[src/hw/mem_pkg.sv]
package mem_pkg;

    // **************************************************
    // bus widths
    // **************************************************
    localparam int ADDR_W     = 64;          // byte address
    localparam int DATA_W     = 64;          // one memory word
    localparam int STRB_W     = DATA_W / 8;  // one bit per byte lane
    localparam int WORD_SHIFT = 3;           // byte offset bits inside a word

    typedef logic [ADDR_W-1:0] addr_t;
    typedef logic [DATA_W-1:0] data_t;
    typedef logic [STRB_W-1:0] strb_t;

    // response codes on r and b
    typedef enum logic [1:0] {
        RESP_OKAY   = 2'd0,
        RESP_SLVERR = 2'd2   // address past the end of the sram
    } resp_t;

endpackage
[src/hw/axi_lite_if.sv]
`timescale 1ns/1ps

interface axi_lite_if;

    // read address / read data
    logic            ar_valid;
    logic            ar_ready;
    mem_pkg::addr_t  ar_addr;
    logic            r_valid;
    logic            r_ready;
    mem_pkg::data_t  r_data;
    mem_pkg::resp_t  r_resp;

    // write address / write data / write response
    logic            aw_valid;
    logic            aw_ready;
    mem_pkg::addr_t  aw_addr;
    logic            w_valid;
    logic            w_ready;
    mem_pkg::data_t  w_data;
    mem_pkg::strb_t  w_strb;
    logic            b_valid;
    logic            b_ready;
    mem_pkg::resp_t  b_resp;

    // **************************************************
    // full bus, all five channels
    // **************************************************
    modport master (
        output ar_valid, ar_addr, r_ready, aw_valid, aw_addr, w_valid, w_data, w_strb, b_ready,
        input  ar_ready, r_valid, r_data, r_resp, aw_ready, w_ready, b_valid, b_resp
    );

    modport slave (
        input  ar_valid, ar_addr, r_ready, aw_valid, aw_addr, w_valid, w_data, w_strb, b_ready,
        output ar_ready, r_valid, r_data, r_resp, aw_ready, w_ready, b_valid, b_resp
    );

    // read side only, for the instruction fetch port
    modport rd_master (
        output ar_valid, ar_addr, r_ready,
        input  ar_ready, r_valid, r_data, r_resp
    );

    modport rd_slave (
        input  ar_valid, ar_addr, r_ready,
        output ar_ready, r_valid, r_data, r_resp
    );

endinterface

[src/hw/axi_read_arbiter.sv]
`timescale 1ns/1ps

module axi_read_arbiter (
    input  logic        clk,
    input  logic        rst_n,
    axi_lite_if.rd_slave fetch,
    axi_lite_if.slave    lsu,
    axi_lite_if.master   sram
);

    typedef enum logic [1:0] {
        OWN_IDLE,
        OWN_FETCH,
        OWN_LSU
    } owner_t;

    owner_t owner_q;  // who holds the read channel
    logic   sel_lsu;
    logic   sel_fetch;
    logic   ar_fire;
    logic   r_fire;

    // **************************************************
    // read address, load/store before fetch
    // **************************************************
    // fetch is stalled whenever load/store asks for the channel;
    // while a read is outstanding neither side gets ar_ready
    assign sel_lsu   = (owner_q == OWN_IDLE) && lsu.ar_valid;
    assign sel_fetch = (owner_q == OWN_IDLE) && !lsu.ar_valid && fetch.ar_valid;

    assign sram.ar_valid = sel_lsu || sel_fetch;
    assign sram.ar_addr  = lsu.ar_valid ? lsu.ar_addr : fetch.ar_addr;

    assign lsu.ar_ready   = sel_lsu && sram.ar_ready;
    assign fetch.ar_ready = sel_fetch && sram.ar_ready;

    assign ar_fire = sram.ar_valid && sram.ar_ready;
    assign r_fire  = sram.r_valid && sram.r_ready;

    always_ff @(posedge clk) begin
        if (rst_n) begin
            owner_q <= OWN_IDLE;
        end else if (ar_fire) begin
            owner_q <= sel_lsu ? OWN_LSU : OWN_FETCH;  // remember who asked
        end else if (r_fire) begin
            owner_q <= OWN_IDLE;                       // channel free again
        end
    end

    // **************************************************
    // read data back to the owner only
    // **************************************************
    assign lsu.r_valid   = (owner_q == OWN_LSU) && sram.r_valid;
    assign fetch.r_valid = (owner_q == OWN_FETCH) && sram.r_valid;

    // payload goes to both, valid picks the receiver
    assign lsu.r_data   = sram.r_data;
    assign lsu.r_resp   = sram.r_resp;
    assign fetch.r_data = sram.r_data;
    assign fetch.r_resp = sram.r_resp;

    always_comb begin
        case (owner_q)
            OWN_LSU:   sram.r_ready = lsu.r_ready;
            OWN_FETCH: sram.r_ready = fetch.r_ready;
            default:   sram.r_ready = 1'b0;
        endcase
    end

    // **************************************************
    // write path, load/store only
    // **************************************************
    // fetch never writes so aw/w/b go straight through
    assign sram.aw_valid = lsu.aw_valid;
    assign sram.aw_addr  = lsu.aw_addr;
    assign lsu.aw_ready  = sram.aw_ready;

    assign sram.w_valid = lsu.w_valid;
    assign sram.w_data  = lsu.w_data;
    assign sram.w_strb  = lsu.w_strb;
    assign lsu.w_ready  = sram.w_ready;

    assign lsu.b_valid   = sram.b_valid;
    assign lsu.b_resp    = sram.b_resp;
    assign sram.b_ready  = lsu.b_ready;

endmodule

[src/flat_wrapper.sv]
// flat-port wrapper written by rule: the top's interface ports become plain ports
module axi_read_arbiter_flat 
  (clk, rst_n, fetch_ar_valid, fetch_ar_addr, fetch_r_ready, fetch_ar_ready, fetch_r_valid, fetch_r_data, fetch_r_resp, lsu_ar_valid, lsu_ar_addr, lsu_r_ready, lsu_aw_valid, lsu_aw_addr, lsu_w_valid, lsu_w_data, lsu_w_strb, lsu_b_ready, lsu_ar_ready, lsu_r_valid, lsu_r_data, lsu_r_resp, lsu_aw_ready, lsu_w_ready, lsu_b_valid, lsu_b_resp, sram_ar_valid, sram_ar_addr, sram_r_ready, sram_aw_valid, sram_aw_addr, sram_w_valid, sram_w_data, sram_w_strb, sram_b_ready, sram_ar_ready, sram_r_valid, sram_r_data, sram_r_resp, sram_aw_ready, sram_w_ready, sram_b_valid, sram_b_resp);
  axi_lite_if fetch_i ();
  axi_lite_if lsu_i ();
  axi_lite_if sram_i ();
  input  logic clk;
  input  logic rst_n;
  input wire logic [$bits(fetch_i.ar_valid)-1:0] fetch_ar_valid;
  input wire logic [$bits(fetch_i.ar_addr)-1:0] fetch_ar_addr;
  input wire logic [$bits(fetch_i.r_ready)-1:0] fetch_r_ready;
  output wire logic [$bits(fetch_i.ar_ready)-1:0] fetch_ar_ready;
  output wire logic [$bits(fetch_i.r_valid)-1:0] fetch_r_valid;
  output wire logic [$bits(fetch_i.r_data)-1:0] fetch_r_data;
  output wire logic [$bits(fetch_i.r_resp)-1:0] fetch_r_resp;
  input wire logic [$bits(lsu_i.ar_valid)-1:0] lsu_ar_valid;
  input wire logic [$bits(lsu_i.ar_addr)-1:0] lsu_ar_addr;
  input wire logic [$bits(lsu_i.r_ready)-1:0] lsu_r_ready;
  input wire logic [$bits(lsu_i.aw_valid)-1:0] lsu_aw_valid;
  input wire logic [$bits(lsu_i.aw_addr)-1:0] lsu_aw_addr;
  input wire logic [$bits(lsu_i.w_valid)-1:0] lsu_w_valid;
  input wire logic [$bits(lsu_i.w_data)-1:0] lsu_w_data;
  input wire logic [$bits(lsu_i.w_strb)-1:0] lsu_w_strb;
  input wire logic [$bits(lsu_i.b_ready)-1:0] lsu_b_ready;
  output wire logic [$bits(lsu_i.ar_ready)-1:0] lsu_ar_ready;
  output wire logic [$bits(lsu_i.r_valid)-1:0] lsu_r_valid;
  output wire logic [$bits(lsu_i.r_data)-1:0] lsu_r_data;
  output wire logic [$bits(lsu_i.r_resp)-1:0] lsu_r_resp;
  output wire logic [$bits(lsu_i.aw_ready)-1:0] lsu_aw_ready;
  output wire logic [$bits(lsu_i.w_ready)-1:0] lsu_w_ready;
  output wire logic [$bits(lsu_i.b_valid)-1:0] lsu_b_valid;
  output wire logic [$bits(lsu_i.b_resp)-1:0] lsu_b_resp;
  output wire logic [$bits(sram_i.ar_valid)-1:0] sram_ar_valid;
  output wire logic [$bits(sram_i.ar_addr)-1:0] sram_ar_addr;
  output wire logic [$bits(sram_i.r_ready)-1:0] sram_r_ready;
  output wire logic [$bits(sram_i.aw_valid)-1:0] sram_aw_valid;
  output wire logic [$bits(sram_i.aw_addr)-1:0] sram_aw_addr;
  output wire logic [$bits(sram_i.w_valid)-1:0] sram_w_valid;
  output wire logic [$bits(sram_i.w_data)-1:0] sram_w_data;
  output wire logic [$bits(sram_i.w_strb)-1:0] sram_w_strb;
  output wire logic [$bits(sram_i.b_ready)-1:0] sram_b_ready;
  input wire logic [$bits(sram_i.ar_ready)-1:0] sram_ar_ready;
  input wire logic [$bits(sram_i.r_valid)-1:0] sram_r_valid;
  input wire logic [$bits(sram_i.r_data)-1:0] sram_r_data;
  input wire logic [$bits(sram_i.r_resp)-1:0] sram_r_resp;
  input wire logic [$bits(sram_i.aw_ready)-1:0] sram_aw_ready;
  input wire logic [$bits(sram_i.w_ready)-1:0] sram_w_ready;
  input wire logic [$bits(sram_i.b_valid)-1:0] sram_b_valid;
  input wire logic [$bits(sram_i.b_resp)-1:0] sram_b_resp;
  assign fetch_i.ar_valid = fetch_ar_valid;
  assign fetch_i.ar_addr = fetch_ar_addr;
  assign fetch_i.r_ready = fetch_r_ready;
  assign fetch_ar_ready = fetch_i.ar_ready;
  assign fetch_r_valid = fetch_i.r_valid;
  assign fetch_r_data = fetch_i.r_data;
  assign fetch_r_resp = fetch_i.r_resp;
  assign lsu_i.ar_valid = lsu_ar_valid;
  assign lsu_i.ar_addr = lsu_ar_addr;
  assign lsu_i.r_ready = lsu_r_ready;
  assign lsu_i.aw_valid = lsu_aw_valid;
  assign lsu_i.aw_addr = lsu_aw_addr;
  assign lsu_i.w_valid = lsu_w_valid;
  assign lsu_i.w_data = lsu_w_data;
  assign lsu_i.w_strb = lsu_w_strb;
  assign lsu_i.b_ready = lsu_b_ready;
  assign lsu_ar_ready = lsu_i.ar_ready;
  assign lsu_r_valid = lsu_i.r_valid;
  assign lsu_r_data = lsu_i.r_data;
  assign lsu_r_resp = lsu_i.r_resp;
  assign lsu_aw_ready = lsu_i.aw_ready;
  assign lsu_w_ready = lsu_i.w_ready;
  assign lsu_b_valid = lsu_i.b_valid;
  assign lsu_b_resp = lsu_i.b_resp;
  assign sram_ar_valid = sram_i.ar_valid;
  assign sram_ar_addr = sram_i.ar_addr;
  assign sram_r_ready = sram_i.r_ready;
  assign sram_aw_valid = sram_i.aw_valid;
  assign sram_aw_addr = sram_i.aw_addr;
  assign sram_w_valid = sram_i.w_valid;
  assign sram_w_data = sram_i.w_data;
  assign sram_w_strb = sram_i.w_strb;
  assign sram_b_ready = sram_i.b_ready;
  assign sram_i.ar_ready = sram_ar_ready;
  assign sram_i.r_valid = sram_r_valid;
  assign sram_i.r_data = sram_r_data;
  assign sram_i.r_resp = sram_r_resp;
  assign sram_i.aw_ready = sram_aw_ready;
  assign sram_i.w_ready = sram_w_ready;
  assign sram_i.b_valid = sram_b_valid;
  assign sram_i.b_resp = sram_b_resp;
  axi_read_arbiter u_core (.clk(clk), .rst_n(rst_n), .fetch(fetch_i), .lsu(lsu_i), .sram(sram_i));
endmodule
[config.mk]
export PLATFORM = sky130hd
export DESIGN_NAME = axi_read_arbiter_flat
export DESIGN_NICKNAME = d
export VERILOG_FILES = /design/src/hw/mem_pkg.sv /design/src/hw/axi_lite_if.sv /design/src/hw/axi_read_arbiter.sv /design/src/flat_wrapper.sv
export SDC_FILE = /design/constraint.sdc
export NUM_CORES = 1
export LEC_CHECK = 0
export BUFFER_PORTS_ARGS = -buffer_cell sky130_fd_sc_hd__buf_2
export CAP_MARGIN = 20
export CORE_AREA = 2 2 269 271
export DETAILED_ROUTE_END_ITERATION = 7
export DIE_AREA = 0 0 271 273
export PLACE_DENSITY = 0.3
export RECOVER_POWER = 50
export SLEW_MARGIN = 20
export SYNTH_ARGS = -nofsm -noshare
export SYNTH_HDL_FRONTEND = slang
export SYNTH_SLANG_ARGS = --single-unit
[constraint.sdc]
create_clock -name clk -period 2.1 [get_ports clk]
set_input_delay 0.105 -clock clk [delete_from_list [all_inputs] [get_ports clk]]
set_output_delay 0.105 -clock clk [all_outputs]
set_load 0.02 [all_outputs]
Word-level counts from Yosys, hierarchy flattened --
Cells that the tools add are included.
Word-level totals: register bits after elaboration 2, logic and storage cells 21
Operators by class: eq/ne operators 2, mux-type cells 5, reductions and logical operators 13
Operators by type and width (count):
- $mux 64 | 1
- $logic_and 1x1->1 | 9
- $mux 2 | 3
- $eq 2x1->1 const B | 1
- $eq 2x2->1 const B | 1
- $logic_not 2->1 | 1
- $pmux 1 s2 | 1
- $reduce_bool 2->1 | 1
- $logic_not 1->1 | 1
- $logic_or 1x1->1 | 1

Longest topological paths before layout --
word-level depth 6, mapped depth 5, mapped depth without buffers 5

Worst setup path before layout --
OpenSTA, ideal clock, no wires.
kind flip-flop to flip-flop, from register u_core.owner_q[1], to register u_core.owner_q[0], setup time 86 ps, arrival time 1095 ps, setup slack 920 ps, cell stages (with the launch flop) 6, path buffers 0, period minus slack after synthesis 1180 ps, cell sequence dfxtp_1 > inv_1 > ha_1 > a22oi_1 > o21ai_0 > a211oi_1
On the way: word-level cells in the longest chain between the ends 6
Ends and longest elaborated chain:
- start, declared | RTL line axi_read_arbiter.sv:17 | owner_t owner_q;
- start signal, assigned | RTL line axi_read_arbiter.sv:44 | owner_q <= sel_lsu ? OWN_LSU : OWN_FETCH;
- branches (longest 6 deep; another with $eq 2x1->1)
Several ways; the timed one is not identified. A chain may end at the register's enable or synchronous reset.

Worst setup path after layout --
from register u_core.owner_q[0], to output fetch_ar_ready
On the way: word-level cells in the longest chain between the ends 4
Ends and longest elaborated chain:
- $logic_not 2->1 | RTL line axi_read_arbiter.sv:29 | assign sel_fetch = (owner_q == OWN_IDLE) && !lsu.ar_valid && fetch.ar_valid;
- $logic_and 1x1->1 (2 in a row) | RTL line axi_read_arbiter.sv:29
- $logic_and 1x1->1 | RTL line axi_read_arbiter.sv:35 | assign fetch.ar_ready = sel_fetch && sram.ar_ready;
- end, declared | RTL line flat_wrapper.sv:12 | output wire logic [$bits(fetch_i.ar_ready)-1:0] fetch_ar_ready;
Every way passes these cells.

==> metrics.cfg <==
[floorplan]
ios=692
dieArea_um2=74000
dieHeight_um=273
die_x_um=271
num_rows=98
initial_utilization_pct=4.39
core_um2=71000

[sta]
relSlewSlack_pct=82.4
drv_slew=0
fin_crit_sh_pct=78.1
layout_min_cycle_time_ps=1640
fmax_ghz=0.610
fin_setup_tns_ps=0
hold_viol_final=0
worstMarginPinSlew_ps=264
grt_setup_unrepaired=no
setup_violations=0
finalClockSkew_ps=0.602

[logic_synthesis]
yosysSeqAreaShare_pct=1.28
synth_compound_area_share_pct=1.28
yosys_warnings=0
avgSynthCellArea_um2=8.48
ys_seq_elements=2
synth_xor_area_share_pct=0
syn-num-nets=717
synth_top_family_by_area=buffers and inverters
netlist-cell-type-count=19
synth_adder_area_share_pct=1.20
synth_area_um2=3120
synth_cells=368
synthSimpleGateAreaFrac_pct=1.16
synthMuxAreaShare_pct=26.5

[layout]
finalCoreUtilization_pct=4.68
ff_latch_area_um2=40.0
syn_to_final_growth_pct=6.62
largest_reg_flops=2
final_nets=646
stdcell_area_um2=3330
filler_cell_count=8399
drive_gt1_share_pct=92.9
multi_input_area_um2=940
regMostFlops=u_core.owner_q
reg_top3=u_core.owner_q: 2 flops

[power]
peakVddDrop_uv=141
comb_power_share_pct=63.8
power.density_nw_per_um2=273
seqPwrFrac_pct=4.8
p_int_uw=569
clock_power_share_pct=31.4
p_sw_uw=337
swShare_pct=37.2
p_leak_nw=1.31

[worst_hold_path]
worstHoldEndpoint=u_core.owner_q[1]$_SDFFE_PP0P_
hp-class=input port to flop
hold_depth=2
hold_start=rst_n

[clock_network]
clock_path_buffers=2
cts_max_level=1
cts_hold_buffers=0
path_clk_slew_ps=30
clock_sinks=2
post_cts_buffers=0
cts-resized-gates=0
clockRootBuffer=clkbuf_16
tritoncts=built
clock_latency_ps=220
cts_buffers=3

[drt]
dr.pass1.iters=4
vias=2036
dr.first_iter.drc_count=21
wire_per_inst_um=9.19
avgViaCountPerCell=1.63
ant_nets=0
routed_wl_um=11500
drc_errors=0

[worst_setup_path]
arrival_ps=1540
cp-start-kind=flop
ff2ff_path_depth=5
worstPathRequired_ps=2000
critPathKind=flop to output port
cp_max_fo=3
r2r_start=u_core.owner_q[1]$_SDFFE_PP0P_
reg2reg_slack_ps=780
r2r-end=u_core.owner_q[0]$_SDFFE_PP0P_
cp-end-kind=output port

[global_route]
track_usage_pct=2.66
overflow=0
grt_max_degree=38
grt_pass1_wl_um=14200
antenna_found_initial=4
grt_pass1_vias=2123

[place]
port_buffers=205
gp_congestion=0.728
dp_hpwl_um=10200
dpl-instance-area_um2=3250

[job]
maxCapViolCount=0

[outcome]
run_status=complete, no violations

-- cell usage in the layout, fill, tap and decap left out, types with 2 or more instances in the layout --
cell type  instances
buf_2            204
mux2_2            36
mux2_4            28
inv_1              3
ha_1               3
clkbuf_16          3
nand3_1            2
and2_1             2
buf_12             2
dfxtp_1            2
-- metal layers --
metal	GRT usage, %	up-vias	wire length, um
met5	0.257	-	13
met4	1.98	2	828
met3	2.65	76	2750
met2	4.33	420	5070
met1	1.81	786	2790
li1	-	752	-
-- kinds of logic after synthesis --
group	after synthesis
adder cells (fa/ha/maj)	3
AND/OR/NAND/NOR	7
flip-flops	2
multiplexers	64
AO/OA/AOI/OAI	6
buffers and inverters	286
-- final cells by class --
type	count	share of cell area [%]
multi-input cells	80	28.3
inverters	3	0.339
repair buffers	207	32.1
diodes	1	0.0752
clock buffers	3	2.26
flip-flops and latches	2	1.20
well taps	950	35.7
-- power by group through the flow --
| stage | clock, mW | sequential [mW] | combinational [mW] |
|---|---|---|---|
| after global routing | 0.300 | 0.0438 | 0.619 |
| after global placement | 0 | 0.0438 | 0.587 |
| after CTS | 0.291 | 0.0435 | 0.589 |
| after detailed placement | 0 | 0.0440 | 0.586 |
| final | 0.285 | 0.0436 | 0.578 |
| after floorplan | 0 | 0.0433 | 1.10 |
-- synth_stat cells --
cell type	number	share of area (%)
nor2_1	1	0.12
inv_1	3	0.36
a211oi_1	1	0.24
and2_1	2	0.40
o21a_1	1	0.24
buf_4	277	67
o211ai_1	1	0.24
nand3_1	2	0.32
a21oi_1	1	0.16
ha_1	3	1.2
nand2_1	1	0.12
nor2b_1	1	0.20
buf_6	3	1.1
a22oi_1	1	0.24
mux2_4	28	13
o21ai_0	1	0.16
dfxtp_1	2	1.3
mux2_2	36	13
buf_2	3	0.48
-- worst max-delay path: stages, from the launching register on --
cell and delay (ps):
dfxtp_1 310, inv_1 90, ha_1 280, nand3_1 250, nor2_1 180, buf_2 200
-- worst max path at each step --
stage                                              start                             end  slack (ps)  cells after the start
after floorplan           u_core.owner_q[1]$_SDFFE_PP0P_  u_core.owner_q[0]$_SDFFE_PP0P_         920                      5
after global placement    u_core.owner_q[0]$_SDFFE_PP0P_                  fetch_ar_ready         640                      5
after detailed placement  u_core.owner_q[1]$_SDFFE_PP0P_                  fetch_ar_ready         590                      5
after CTS                 u_core.owner_q[0]$_SDFFE_PP0P_                  fetch_ar_ready         360                      5
after global routing      u_core.owner_q[0]$_SDFFE_PP0P_                  fetch_ar_ready         270                      5
final                     u_core.owner_q[0]$_SDFFE_PP0P_                  fetch_ar_ready         460                      5
-- stage by stage --
step           power, mW  setup WS [ps]  hold slack (ps)  instances
5_1_grt            0.963            270             88.2       1246
3_5_place_dp       0.630            591              210       1242
3_3_place_gp       0.630            639              210       1242
6_report           0.906            460             69.0       1246
4_1_cts            0.923            357             69.9       1245
2_1_floorplan       1.14            920              174        368
Power figures use the tool's default switching activity.
